<file path="config.mk">
export PLATFORM = sky130hd
export DESIGN_NAME = pcxt_timing_top
export DESIGN_NICKNAME = d
export VERILOG_FILES = /design/src/pcxt_timing_pkg.sv /design/src/rate_accumulator.sv /design/src/tick_divider.sv /design/src/reset_sequencer.sv /design/src/cpu_clock_gate.sv /design/src/pcxt_timing_top.sv
export SDC_FILE = /design/constraint.sdc
export NUM_CORES = 1
export LEC_CHECK = 0
export BUFFER_PORTS_ARGS = -buffer_cell sky130_fd_sc_hd__buf_2
export CORE_MARGIN = 2
export CORE_UTILIZATION = 45
export CTS_CLUSTER_SIZE = 40
export DETAILED_ROUTE_END_ITERATION = 7
export GPL_ROUTABILITY_DRIVEN = 0
export GPL_TIMING_DRIVEN = 1
export PLACE_DENSITY_LB_ADDON = 0.12
export SLEW_MARGIN = 0
export SYNTH_ARGS = -nofsm -noshare
export SYNTH_HDL_FRONTEND = slang
export SYNTH_SLANG_ARGS = --single-unit
</file>
<file path="constraint.sdc">
create_clock -name CLK_50M -period 10.2 [get_ports CLK_50M]
set_input_delay 1.53 -clock CLK_50M [delete_from_list [all_inputs] [get_ports CLK_50M]]
set_output_delay 1.53 -clock CLK_50M [all_outputs]
set_load 0.01 [all_outputs]
</file>
<file path="src/pcxt_timing_pkg.sv">
// Rate constants, speed and model enums, config, tick and reset structs, tick count type
package pcxt_timing_pkg;

	////////////////////
	// Rates
	////////////////////

	// System clock, all logic runs here
	localparam logic [31:0] CLOCK_HZ = 32'd50_000_000;
	// Pixel-rate tick, 4x NTSC color burst
	localparam logic [31:0] PIXEL_HZ = 32'd14_318_000;
	// Audio sample enable
	localparam logic [31:0] AUDIO_HZ = 32'd44_100;

	// CPU-rate ticks from system reset release to CPU reset release
	localparam logic [15:0] CPU_RESET_DELAY = 16'd42;

	////////////////////
	// Types
	////////////////////

	// CPU speed selection, pixel tick divided by 3, 2 or 1
	typedef enum logic [1:0] {
		SPEED_4M77 = 2'd0,
		SPEED_7M16 = 2'd1,
		SPEED_14M3 = 2'd2
	} speed_t;

	// Machine model
	typedef enum logic {
		MODEL_PCXT  = 1'b0,
		MODEL_TANDY = 1'b1
	} model_t;

	// Settings from the environment, held as levels
	typedef struct packed {
		speed_t speed;
		model_t model;
		logic   splash_skip;
	} pcxt_config_t;

	// Single-cycle clock enables
	typedef struct packed {
		logic pixel_ce;
		logic cpu_ce;
		logic peripheral_ce;
		logic audio_ce;
	} pcxt_ticks_t;

	// Reset levels, all high after power-on
	typedef struct packed {
		logic sys_reset;
		logic cpu_reset;
		logic splash_active;
	} pcxt_reset_t;

	// Tick count over a measurement window
	typedef logic [31:0] tick_count_t;

endpackage

</file>
<file path="src/rate_accumulator.sv">
// Fractional phase accumulator giving a single-cycle tick at an average rate
`timescale 1ns/1ns

module rate_accumulator #(
	parameter logic [31:0] RATE_HZ = pcxt_timing_pkg::PIXEL_HZ,
	parameter logic [31:0] REF_HZ  = pcxt_timing_pkg::CLOCK_HZ
) (
	input  logic CLK_50M,
	input  logic reset_wire,
	output logic tick
);

	// Phase always below REF_HZ
	logic [31:0] phase;
	// One spare bit so the sum never wraps
	logic [32:0] phase_next;
	logic [32:0] phase_wrap;

	assign phase_next = {1'b0, phase} + {1'b0, RATE_HZ};
	assign phase_wrap = phase_next - {1'b0, REF_HZ};

	////////////////////
	// Phase and tick
	////////////////////

	always_ff @(posedge CLK_50M or posedge reset_wire) begin
		if (reset_wire) begin
			phase <= '0;
			tick  <= 1'b0;
		end else if (phase_next >= {1'b0, REF_HZ}) begin
			// Crossed one reference period, keep the remainder
			phase <= phase_wrap[31:0];
			tick  <= 1'b1;
		end else begin
			phase <= phase_next[31:0];
			tick  <= 1'b0;
		end
	end

endmodule

</file>
<file path="src/tick_divider.sv">
// Divide-by-3, divide-by-2 and peripheral enables derived from the pixel tick
`timescale 1ns/1ns

module tick_divider (
	input  logic CLK_50M,
	input  logic reset_wire,
	input  logic pixel_tick,
	output logic slow_ce,
	output logic mid_ce,
	output logic fast_ce,
	output logic periph_raw_ce
);

	// Position within a group of three pixel ticks
	logic [1:0] div3_cnt;
	// High on every other pixel tick
	logic       div2_phase;
	// High on every other slow tick
	logic       periph_phase;
	logic       div3_last;

	assign div3_last = (div3_cnt == 2'd2);

	////////////////////
	// Divider state
	////////////////////

	always_ff @(posedge CLK_50M or posedge reset_wire) begin
		if (reset_wire) begin
			div3_cnt     <= 2'd0;
			div2_phase   <= 1'b0;
			periph_phase <= 1'b0;
		end else if (pixel_tick) begin
			// Only moves on pixel ticks
			if (div3_last) begin
				div3_cnt <= 2'd0;
			end else begin
				div3_cnt <= div3_cnt + 2'd1;
			end
			div2_phase <= ~div2_phase;
			// Slow tick happens this cycle
			if (div3_last) begin
				periph_phase <= ~periph_phase;
			end
		end
	end

	// Enables line up with the pixel tick itself
	// 14.318 MHz
	assign fast_ce = pixel_tick;
	// 7.16 MHz
	assign mid_ce = pixel_tick & div2_phase;
	// 4.77 MHz
	assign slow_ce = pixel_tick & div3_last;
	// 2.385 MHz, every second slow tick
	assign periph_raw_ce = slow_ce & periph_phase;

endmodule

</file>
<file path="src/reset_sequencer.sv">
// Splash timer, power-on hold counter, CPU reset delay and model latch
`timescale 1ns/1ns

module reset_sequencer #(
	parameter int unsigned POWER_HOLD_CYCLES = 65535,
	parameter int unsigned SPLASH_SECONDS    = 5,
	parameter int unsigned TICKS_PER_SECOND  = pcxt_timing_pkg::CLOCK_HZ
) (
	input  logic                          CLK_50M,
	input  logic                          reset_wire,
	input  logic                          reset_request,
	input  pcxt_timing_pkg::pcxt_config_t cfg,
	input  logic                          slow_ce,
	output pcxt_timing_pkg::pcxt_reset_t  resets,
	output pcxt_timing_pkg::model_t       model
);

	import pcxt_timing_pkg::*;

	localparam int unsigned TICK_W = $clog2(TICKS_PER_SECOND + 1);
	localparam int unsigned SEC_W  = $clog2(SPLASH_SECONDS + 1);
	localparam int unsigned HOLD_W = $clog2(POWER_HOLD_CYCLES + 1);

	// Terminal counts
	localparam logic [TICK_W-1:0] TICK_LAST = TICK_W'(TICKS_PER_SECOND - 1);
	localparam logic [SEC_W-1:0]  SEC_LAST  = SEC_W'(SPLASH_SECONDS - 1);
	localparam logic [HOLD_W-1:0] HOLD_LAST = HOLD_W'(POWER_HOLD_CYCLES);
	localparam logic [15:0]       CPU_LAST  = CPU_RESET_DELAY - 16'd1;

	logic              splash_active;
	logic              sys_reset;
	logic              cpu_reset;
	logic [TICK_W-1:0] tick_cnt;
	logic [SEC_W-1:0]  sec_cnt;
	logic [HOLD_W-1:0] hold_cnt;
	logic [15:0]       cpu_delay_cnt;
	logic              splash_end;
	logic              hold_run;

	// Skip ends the splash at once, otherwise on the last tick of the last second
	assign splash_end = cfg.splash_skip | ((sec_cnt == SEC_LAST) & (tick_cnt == TICK_LAST));
	// Hold counter runs once the splash is gone or being skipped
	assign hold_run = sys_reset & (~splash_active | cfg.splash_skip);

	////////////////////
	// Splash and hold
	////////////////////

	always_ff @(posedge CLK_50M or posedge reset_wire) begin
		if (reset_wire) begin
			splash_active <= 1'b1;
			sys_reset     <= 1'b1;
			tick_cnt      <= '0;
			sec_cnt       <= '0;
			hold_cnt      <= '0;
		end else if (reset_request) begin
			// Same as power-on, just synchronous
			splash_active <= 1'b1;
			sys_reset     <= 1'b1;
			tick_cnt      <= '0;
			sec_cnt       <= '0;
			hold_cnt      <= '0;
		end else begin
			if (splash_active) begin
				if (splash_end) begin
					splash_active <= 1'b0;
				end else if (tick_cnt == TICK_LAST) begin
					// One second elapsed
					tick_cnt <= '0;
					sec_cnt  <= sec_cnt + SEC_W'(1);
				end else begin
					tick_cnt <= tick_cnt + TICK_W'(1);
				end
			end
			if (hold_run) begin
				if (hold_cnt == HOLD_LAST) begin
					sys_reset <= 1'b0;
				end else begin
					hold_cnt <= hold_cnt + HOLD_W'(1);
				end
			end
		end
	end

	////////////////////
	// CPU reset delay
	////////////////////

	always_ff @(posedge CLK_50M or posedge reset_wire) begin
		if (reset_wire) begin
			cpu_reset     <= 1'b1;
			cpu_delay_cnt <= 16'd0;
		end else if (sys_reset || reset_request) begin
			// Rises together with sys_reset on a request
			cpu_reset     <= 1'b1;
			cpu_delay_cnt <= 16'd0;
		end else if (cpu_reset && slow_ce) begin
			// Counted in 4.77 MHz ticks
			if (cpu_delay_cnt == CPU_LAST) begin
				cpu_reset <= 1'b0;
			end else begin
				cpu_delay_cnt <= cpu_delay_cnt + 16'd1;
			end
		end
	end

	// Model follows the setting only while the system is in reset
	always_ff @(posedge CLK_50M or posedge reset_wire) begin
		if (reset_wire) begin
			model <= MODEL_PCXT;
		end else if (sys_reset) begin
			model <= cfg.model;
		end
	end

	assign resets = '{sys_reset: sys_reset, cpu_reset: cpu_reset, splash_active: splash_active};

endmodule

</file>
<file path="src/cpu_clock_gate.sv">
// Speed latch on bus completion, CPU tick select and reset masking of CPU and peripheral ticks
`timescale 1ns/1ns

module cpu_clock_gate (
	input  logic                    CLK_50M,
	input  logic                    reset_wire,
	input  pcxt_timing_pkg::speed_t speed,
	input  logic                    bus_done,
	input  logic                    cpu_reset,
	input  logic                    slow_ce,
	input  logic                    mid_ce,
	input  logic                    fast_ce,
	input  logic                    periph_raw_ce,
	output logic                    cpu_ce,
	output logic                    peripheral_ce
);

	import pcxt_timing_pkg::*;

	// Speed the CPU is running at right now
	speed_t active_speed;
	logic   speed_ce;

	////////////////////
	// Speed latch
	////////////////////

	// Changing mid-cycle would stretch or cut a bus cycle
	always_ff @(posedge CLK_50M or posedge reset_wire) begin
		if (reset_wire) begin
			active_speed <= SPEED_4M77;
		end else if (bus_done || cpu_reset) begin
			active_speed <= speed;
		end
	end

	// Pick the divider tick for the active speed
	always_comb begin
		case (active_speed)
			SPEED_14M3: speed_ce = fast_ce;
			SPEED_7M16: speed_ce = mid_ce;
			// Unused code falls back to 4.77
			default:    speed_ce = slow_ce;
		endcase
	end

	// No CPU or peripheral activity while the CPU is held
	assign cpu_ce        = speed_ce & ~cpu_reset;
	assign peripheral_ce = periph_raw_ce & ~cpu_reset;

endmodule

</file>
<file path="src/pcxt_timing_top.sv">
// Top level with pixel and audio accumulators, tick divider, reset sequencer and CPU clock gate
`timescale 1ns/1ns

module pcxt_timing_top #(
	parameter int unsigned POWER_HOLD_CYCLES = 65535,
	parameter int unsigned SPLASH_SECONDS    = 5,
	parameter int unsigned TICKS_PER_SECOND  = pcxt_timing_pkg::CLOCK_HZ
) (
	input  logic                          CLK_50M,
	input  logic                          reset_wire,
	input  pcxt_timing_pkg::pcxt_config_t cfg,
	input  logic                          reset_request,
	input  logic                          bus_done,
	output pcxt_timing_pkg::pcxt_ticks_t  ticks,
	output pcxt_timing_pkg::pcxt_reset_t  resets,
	output pcxt_timing_pkg::model_t       model
);

	import pcxt_timing_pkg::*;

	logic pixel_tick;
	logic audio_tick;
	logic slow_ce;
	logic mid_ce;
	logic fast_ce;
	logic periph_raw_ce;
	logic cpu_ce;
	logic peripheral_ce;

	////////////////////
	// Rate generators
	////////////////////

	// 14.318 MHz from 50 MHz
	rate_accumulator #(
		.RATE_HZ(PIXEL_HZ),
		.REF_HZ (CLOCK_HZ)
	) pixel_acc (
		.CLK_50M   (CLK_50M),
		.reset_wire(reset_wire),
		.tick      (pixel_tick)
	);

	// 44.1 kHz sample enable
	rate_accumulator #(
		.RATE_HZ(AUDIO_HZ),
		.REF_HZ (CLOCK_HZ)
	) audio_acc (
		.CLK_50M   (CLK_50M),
		.reset_wire(reset_wire),
		.tick      (audio_tick)
	);

	tick_divider tick_divider_i (
		.CLK_50M      (CLK_50M),
		.reset_wire   (reset_wire),
		.pixel_tick   (pixel_tick),
		.slow_ce      (slow_ce),
		.mid_ce       (mid_ce),
		.fast_ce      (fast_ce),
		.periph_raw_ce(periph_raw_ce)
	);

	////////////////////
	// Reset and gating
	////////////////////

	reset_sequencer #(
		.POWER_HOLD_CYCLES(POWER_HOLD_CYCLES),
		.SPLASH_SECONDS   (SPLASH_SECONDS),
		.TICKS_PER_SECOND (TICKS_PER_SECOND)
	) reset_sequencer_i (
		.CLK_50M      (CLK_50M),
		.reset_wire   (reset_wire),
		.reset_request(reset_request),
		.cfg          (cfg),
		.slow_ce      (slow_ce),
		.resets       (resets),
		.model        (model)
	);

	cpu_clock_gate cpu_clock_gate_i (
		.CLK_50M      (CLK_50M),
		.reset_wire   (reset_wire),
		.speed        (cfg.speed),
		.bus_done     (bus_done),
		.cpu_reset    (resets.cpu_reset),
		.slow_ce      (slow_ce),
		.mid_ce       (mid_ce),
		.fast_ce      (fast_ce),
		.periph_raw_ce(periph_raw_ce),
		.cpu_ce       (cpu_ce),
		.peripheral_ce(peripheral_ce)
	);

	// Pixel tick runs free, the video side never stops
	assign ticks = '{
		pixel_ce:      pixel_tick,
		cpu_ce:        cpu_ce,
		peripheral_ce: peripheral_ce,
		audio_ce:      audio_tick
	};

endmodule

</file>
## Word level (Yosys, flattened, before mapping)

Index checks and enable logic that the tools add are counted.
W data, S select, Z words.

- Register bits: 137
- Input port bits: 8
- Output and inout port bits: 8
- Logic and storage cells: 95

- Add/subtract/negate cells: 9
- Equal/unequal tests: 10
- Multiplexer cells: 29
- Bitwise operators: 13
- Reductions and logical operators: 16
- Magnitude comparators: 2

Operators with widths:

| operator | number |
|---|---|
| $mux W26 | 4 |
| $mux W16 | 6 |
| $ge A33 B26 Y1 const B | 2 |
| $mux W32 | 2 |
| $sub A32 B26 Y32 const B | 2 |
| $add A32 B16 Y33 const B | 1 |
| $add A32 B24 Y33 const B | 1 |
| $add A16 B1 Y16 const B | 2 |
| $add A26 B1 Y26 const B | 1 |
| $eq A26 B26 Y1 const B | 1 |
| $eq A16 B16 Y1 const B | 1 |
| $eq A16 B6 Y1 const B | 1 |
| $mux W3 | 4 |
| $reduce_and A2 Y1 | 6 |
| $reduce_bool A2 Y1 | 6 |
| $mux W1 | 11 |
| $and A1 B1 Y1 | 7 |
| $eq A2 B2 Y1 const B | 2 |
| $ne A2 B2 Y1 const B | 2 |
| $not A1 Y1 | 4 |
| $add A3 B1 Y3 const B | 1 |
| $eq A3 B3 Y1 const B | 1 |
| $reduce_and A3 Y1 | 1 |
| $add A2 B1 Y2 const B | 1 |
| other kinds (7) | 9 |

## Longest topological paths before layout

Gate-level depths: netlist (run 1).

- Depth in word-level cells: 6
- Gate-level depth with buffers: 16
- Gate-level depth less buffers: 13

## Hierarchy

A second synthesis (run 1) with hierarchy kept.

- Cell total of the unflattened synthesis: 977
- Area total of the unflattened synthesis: 8973.6 sq um

Modules (own cells, without submodules):

| module | cells each | instances | sequential area each (sq um) | area an instance (sq um) |
|---|---|---|---|---|
| reset_sequencer | 388 | 1 | 1630.3 | 3678.5 |
| rate_accumulator (audio_acc) | 281 | 1 | 775.7 | 2553.7 |
| rate_accumulator (pixel_acc) | 274 | 1 | 725.7 | 2369.8 |
| tick_divider | 16 | 1 | 100.1 | 192.7 |
| cpu_clock_gate | 14 | 1 | 50.0 | 148.9 |
| pcxt_timing_top | 4 | 1 | 0.0 | 30.0 |

## Worst setup path after synthesis (run 1)

Ideal clock, no wire load.

- Path kind: input -> register
- Start: input cfg[0] (netlist name)
- End: register reset_sequencer_i.tick_cnt[25]
- Setup time: 78 ps
- Cell stages on the path: 7
- Slack: 6920 ps
- Data required time: 10122 ps
- Buffers on the path: 0
- Data arrival time: 3202 ps
- Path through: nand2b_1 a31oi_1 nor2_1 nor3_1 nand4_1 or3_1 a21oi_1

- Cells in the longest elaborated chain, start to end: 3

Ends and longest elaborated chain:

| what | RTL line | source |
|---|---|---|
| start: declaration | pcxt_timing_top.sv:11 | `input pcxt_timing_pkg::pcxt_config_t cfg,` |
| $or A1 B1 Y1 | reset_sequencer.sv:41 | `assign splash_end = cfg.splash_skip \| ((sec_cnt == SEC_LAST) & (tick_cnt == TICK_LAST));` |
| $ne A2 B2 Y1 (no source line) | n/a |  |
| $reduce_and A2 Y1 (no source line) | n/a |  |
| end signal: assignment | reset_sequencer.sv:72 | `tick_cnt <= tick_cnt + TICK_W'(1);` |
| end: declaration | reset_sequencer.sv:33 | `logic [TICK_W-1:0] tick_cnt;` |

No other way between the ends.
A chain may end at the register's enable or synchronous reset.

## Worst setup path after layout (run 1)

- Start: register audio_acc.phase[2]
- End: register audio_acc.phase[15]

- Cells in the longest elaborated chain, start to end: 3
- Elaborated cells on any way between the ends: 4
- Those cells by class: add/sub (2); order compare (1); mux (1)

Ends and longest elaborated chain:

| what | RTL line | source |
|---|---|---|
| start: declaration | rate_accumulator.sv:14 | `logic [31:0] phase;` |
| start signal: assignment | rate_accumulator.sv:32 | `phase <= phase_wrap[31:0];` |
| start signal: assignment | rate_accumulator.sv:35 | `phase <= phase_next[31:0];` |
| $add A32 B16 Y33 (*) | rate_accumulator.sv:19 | `assign phase_next = {1'b0, phase} + {1'b0, RATE_HZ};` |
| $sub A32 B26 Y32 / $ge A33 B26 Y1 (equally long branches) | rate_accumulator.sv:20, rate_accumulator.sv:30 |  |
| $mux W32 (*) | rate_accumulator.sv:30 | `end else if (phase_next >= {1'b0, REF_HZ}) begin` |

Every way passes the cells marked *; elsewhere a longest branch is shown, timed or not.

==> results.toml, run 1 <==
[status]
status = "complete, no violations"

[layout]
multi_input_area_um2 = 4780
nFillCells = 1676
antenna_cells = 0
nNetsFinal = 924
final_util = 0.504
ff_latch_area_um2 = 3280
syn2layout_area_growth_pct = 8.85
drive_above_1_share = 0.110
instances_no_fill = 1144

[synthesis]
syn_nets = 933
avgSynthCellArea_um2 = 9.22
synth_top_area_frac = 0.381
yosysMostFrequentCell = "dfrtp_1"
async_flop_share = 1.00
synth-edff-count = 0
synthTopCellsByCount = "dfrtp_1 (128), nor2_1 (81), nand2_1 (78)"
ys_ff_latch = 131
yosysWarnings = 0
synth_top_area_cell = "dfrtp_1"
syn-instance-count = 912
synth_cell_types = 93
synthFlopType = "dfrtp_1"
synth_area_leaders = "dfrtp_1 (38%), xnor2_1 (6.9%), xor2_1 (6.1%)"
syn_area_um2 = 8410
ys_seq_area_frac = 0.390

[worst_setup_path]
crit_chain = "ha_1, a31oi_4, or3_1, a2111oi_2, xnor2_1, and3_1, nand4b_1, or2_1, nor2_4, inv_2, and4bb_1, xnor2_1"
critPathMaxFanout = 15
start_kind = "flop"
path_delay_family = "simple AND/OR/NAND/NOR gates"
end_kind = "flop"
cp_common_cell = "xnor2_1"
cp_num_buf_inv = 1
cpPeakStageDelay_ns = 0.51
path_class = "reg -> reg"
cp.arrival_ns = 4.43
worstPathRequired_ns = 10.50
cpMaxStageDelayCell = "dfrtp_1"

[clock_tree]
cts-buffers-inserted = 17
h-tree-depth = 4
cts.path.max_buffers = 2
cts_tree = "done"
cts_root_buf = "clkbuf_16"
hold_buffers = 0
clock_latency_ns = 0.43
cts.sinks = 131
post-cts-setup-buffers = 0
cts_resized = 0
clk_pin_slew_worst_paths_ns = 0.06

[global_route]
grt_busiest_layer = "met2"
grt.total_usage = 0.186
antenna_found_initial = 0
grtUsageMet2 = 0.282
grt_max_degree = 73
grt_overflow_total = 0
grt_use_met3 = 0.0448
grt_pass1_wl_um = 30100
grt_pass1_vias = 6049
grtUsageMet1 = 0.266

[timing]
slew_viol_final = 0
hold_viol_final = 0
worst_slew_pin_slew_ns = 0.903
skew_ns = 0.00804
final.setup.tns_ns = 0
period_share = 0.405
setup_viol = 0
rsz0062_at_grt = "false"
slew_headroom = 0.398
fmax_mhz = 242
worst_hold_slack_ns = 0.465
period_minus_slack_ns = 4.13

[place]
dp_hpwl_um = 12100
io_buffers = 15
place_inst = 1113

[floorplan]
num_io_pins = 16
placement_rows = 49
die-area_um2 = 19800
core_um2 = 18100
initial_core_util = 0.463
die_h_um = 141
die_x_um = 141

[power_and_ir_drop]
p_per_area_nw_per_um2 = 133
leakage_nw = 3.65
vdd_drop_max_uv = 106

[detailed_routing]
postRouteAntennaNets = 0
initialDrtViolationCount = 380
wl_per_cell_um = 15.3
drt_pass1_iterations = 5
via_per_inst = 5.64
drc_errors = 0
vias = 6449
wirelength_um = 17500

[job]
cap_viol_max_count = 0

[hold_path]
hp-class = "reg -> reg"
## cells by family (layout without fill, tap and decap cells)
kind of cell	count (synthesis)	count (layout)	share of synthesized area
AO/OA/AOI/OAI	190	190	0.159
XOR/XNOR	126	126	0.132
adder cells (fa/ha/maj)	13	13	0.0193
buffers and inverters	67	70	0.0418
flip-flops	131	131	0.390
multiplexers	13	13	0.0164
AND/OR/NAND/NOR	372	372	0.241
## per-layer routing
| metal | vias up | routed length, µm |
|---|---|---|
| li1 | 3234 | - |
| met1 | 3117 | 8930 |
| met2 | 83 | 7780 |
| met3 | 15 | 574 |
| met4 | 0 | 166 |
| met5 | - | 0 |
## final cells by class
cell class,instances,share of cell area
clock buffer,20,0.0499
multi-input combinational,714,0.522
clock inverter,11,0.0193
timing repair buffer,16,0.00902
inverter,23,0.0103
tap,229,0.0313
sequential,131,0.359
## registers in the layout (all words and copies together) (netlist names)
name,flops
audio_acc.phase,30
audio_acc.tick,1
cpu_clock_gate_i.active_speed,2
pixel_acc.phase,28
pixel_acc.tick,1
reset_sequencer_i.cpu_delay_cnt,16
reset_sequencer_i.cpu_reset,1
reset_sequencer_i.hold_cnt,16
reset_sequencer_i.model,1
reset_sequencer_i.sec_cnt,3
reset_sequencer_i.splash_active,1
reset_sequencer_i.sys_reset,1
reset_sequencer_i.tick_cnt,26
tick_divider_i.div2_phase,1
tick_divider_i.div3_cnt,2
tick_divider_i.periph_phase,1
## report_power, final
group / internal (W) / switching, W / leakage (nW) / total (W)
sequential: 0.000523 / 0.00000263 / 1.73 / 0.000526
combinational: 0.00000717 / 0.0000214 / 1.62 / 0.0000286
clock: 0.000423 / 0.000242 / 0.307 / 0.000665
total: 0.000953 / 0.000266 / 3.65 / 0.00122
## worst paths after layout
check	from	endpoint	slack, ns	cells after the start
hold reg to reg	tick_divider_i.periph_phase	tick_divider_i.periph_phase	0.47	1
setup reg to reg	audio_acc.phase[2]	audio_acc.phase[15]	6.07	12
min in group asynchronous	reset_wire	reset_sequencer_i.tick_cnt[15]	1.17	2
hold / removal	tick_divider_i.periph_phase	tick_divider_i.periph_phase	0.47	1
max in group asynchronous	reset_wire	audio_acc.phase[17]	7.72	3
setup / recovery	audio_acc.phase[2]	audio_acc.phase[15]	6.07	12
## stage by stage
| stage | worst slack, ns | power [W] | area (µm²) |
|---|---|---|---|
| 4_1_cts | 6.08 | 0.00124 | 9150 |
| 6_report | 6.07 | 0.00122 | 9150 |
| 5_1_grt | 5.73 | 0.00127 | 9150 |
| 2_1_floorplan | 5.18 | 0.000556 | 8410 |
| 3_3_place_gp | 6.24 | 0.000565 | 8520 |
| 3_5_place_dp | 6.13 | 0.000565 | 8520 |
## cell usage in the layout, fill, tap and decap left out, drive strengths merged, types with 5 or more instances in the layout
cell type,synthesis,routed
mux2i,7,7
o21a,5,5
nor2b,8,8
dfrtp,128,128
nand4b,6,6
nor2,84,84
a21o,6,6
nand2b,16,16
nand4,20,20
mux2,6,6
clkbuf,15,20
a211oi,8,8
nor4,11,11
nor3,23,23
xor2,60,60
xnor2,66,66
nand2,78,78
a31oi,9,9
and3,26,26
or3,20,20
and2,7,7
o21ai,55,55
nand3,41,41
a21oi,52,52
o31ai,9,9
inv,23,25
buf,29,16
nor4b,5,5
nand3b,9,9
o211ai,6,6
ha,13,13
Note: power is estimated with default switching activity, not from simulation.
==> inputs of run 2 (changes only) <==
==> constraint.sdc (replaced) <==
create_clock -name CLK_50M -period 4.3 [get_ports CLK_50M]
set_input_delay 0.645 -clock CLK_50M [delete_from_list [all_inputs] [get_ports CLK_50M]]
set_output_delay 0.645 -clock CLK_50M [all_outputs]
set_load 0.01 [all_outputs]
==> run 2 against run 1 <==
Total power rose by 130%. Die area did not move. Sequential power grew 140%. Maximum frequency up 5.7%. Design area up 0.22%. Clock-buffer cell count is 1 lower. Worst setup slack got worse by 5.7 ns. Largest power group unchanged. Routed wire length grew 0.92%. Clock skew about the same. Hold slack worse by 0.14 ns. Critical path depth is the same.
==> results.toml, run 2 (same netlist as run 1, synthesis figures left out) <==
[floorplan]
die_h_um = 141
die-area_um2 = 19800
num_io_pins = 16
die_x_um = 141
core_um2 = 18100
placement_rows = 49
initial_core_util = 0.463

[timing]
rsz0062_at_grt = "false"
period_share = 0.909
worst_slew_pin_slew_ns = 0.693
period_minus_slack_ns = 3.91
hold_viol_final = 0
slew_headroom = 0.536
setup_viol = 0
skew_ns = 0.00789
final.setup.tns_ns = 0
slew_viol_final = 0
fmax_mhz = 256

[clock_tree]
cts.sinks = 131
cts_resized = 0
clock_latency_ns = 0.42
clk_pin_slew_worst_paths_ns = 0.06
cts_root_buf = "clkbuf_16"
post-cts-setup-buffers = 0
cts_tree = "done"
h-tree-depth = 4
cts.path.max_buffers = 2
cts-buffers-inserted = 17
hold_buffers = 0

[global_route]
grt.total_usage = 0.185
grt_pass1_wl_um = 30000
grt_pass1_vias = 6030
antenna_found_initial = 0
grt_max_degree = 74
grt_overflow_total = 0

[layout]
syn2layout_area_growth_pct = 9.09
final_common_cell = "dfrtp_1"
reg_top3 = "audio_acc.phase (30), pixel_acc.phase (28), reset_sequencer_i.tick_cnt (26)"
fin_area_um2 = 9170
antenna_cells = 0
drive_above_1_share = 0.119
layout_common_cells = "dfrtp_1 (128), nor2_1 (81), nand2_1 (78)"
nNetsFinal = 931
max_flop_register = "audio_acc.phase"
largest_reg_flops = 30

[power_and_ir_drop]
switching_share = 0.229
p_seq_frac = 0.447
p_int_w = 0.00215
p_per_area_nw_per_um2 = 304
vdd_drop_max_uv = 249
leakage_nw = 3.66
p_comb_frac = 0.025
clkPwrFrac = 0.528
p_sw_w = 0.000639

[worst_setup_path]
critPathMaxFanout = 10
cp.arrival_ns = 4.20
start_kind = "flop"
r2r-start = "audio_acc.phase[2]"
worstPathRequired_ns = 4.59
end_kind = "flop"
setup.worst_path.start = "audio_acc.phase[2]"
path_class = "reg -> reg"

[place]
dp_hpwl_um = 12200
io_buffers = 15
placed_area_um2 = 8570

[detailed_routing]
vias = 6534
drt_pass1_iterations = 5
via_per_inst = 5.67
initialDrtViolationCount = 305
postRouteAntennaNets = 0
drc_errors = 0
wirelength_um = 17600
wl_per_cell_um = 15.3

[status]
status = "complete, no violations"

[job]
cap_viol_max_count = 0

[hold_path]
hp-class = "in -> async"
-- run 2: worst paths after layout --
kind | to | slack (ns) | depth (start not counted)
max in group asynchronous | audio_acc.phase[16] | 3.02 | 3
worst max-delay path | audio_acc.phase[15] | 0.39 | 12
worst min-delay path | reset_sequencer_i.tick_cnt[17] | 0.33 | 2
min in group CLK_50M | cpu_clock_gate_i.active_speed[1] | 0.46 | 2
worst max register to register | audio_acc.phase[15] | 0.39 | 12
worst min register to register | tick_divider_i.periph_phase | 0.47 | 1
-- run 2: area by class of cell --
type	instances	area [µm²]
clock buffers	19	453
clock inverters	13	148
fillers	1715	8970
inverters	23	93.8
multi-input cells	714	4780
flip-flops and latches	131	3280
well taps	229	287
repair buffers	23	135
-- run 2: stage by stage --
stage	std cells	setup slack [ns]	power [W]	util	hold WS [ns]
global placement	1120	0.556	0.00134	0.472	0.455
finish	1152	0.391	0.00279	0.506	0.327
detailed placement	1120	0.435	0.00134	0.472	0.459
global route	1152	0.0744	0.00290	0.506	0.376
CTS	1152	0.414	0.00283	0.506	0.356
floorplan	912	0.162	0.00132	-	0.437
-- run 2: power by group through the flow --
| stage | clock network [W] | logic [W] | registers [W] |
|---|---|---|---|
| 3_5_place_dp | 0 | 0.0000735 | 0.00127 |
| 4_1_cts | 0.00151 | 0.0000740 | 0.00125 |
| 5_1_grt | 0.00157 | 0.0000836 | 0.00125 |
| 2_1_floorplan | 0 | 0.0000511 | 0.00127 |
| 3_3_place_gp | 0 | 0.0000728 | 0.00127 |
| 6_report | 0.00147 | 0.0000710 | 0.00125 |
-- run 2: worst max-delay path, stage by stage, from the launching register on --
cell and delay (ns):
dfrtp_1 0.52, ha_1 0.39, a31oi_4 0.19, or3_1 0.50, a2111oi_2 0.44, xnor2_1 0.20
and3_1 0.27, nand4b_1 0.18, or2_1 0.33, nor2_4 0.24, inv_2 0.14, and4bb_1 0.24
xnor2_1 0.12
-- run 2: metal layers --
layer | up-vias | global-route usage | routed length [µm] | share of wire
li1 | 3246 | - | - | -
met1 | 3151 | 0.272 | 9110 | 0.52
met2 | 113 | 0.272 | 7700 | 0.44
met3 | 24 | 0.0431 | 576 | 0.033
met4 | 0 | 0.0553 | 225 | 0.013
met5 | - | 0 | 0 | 0
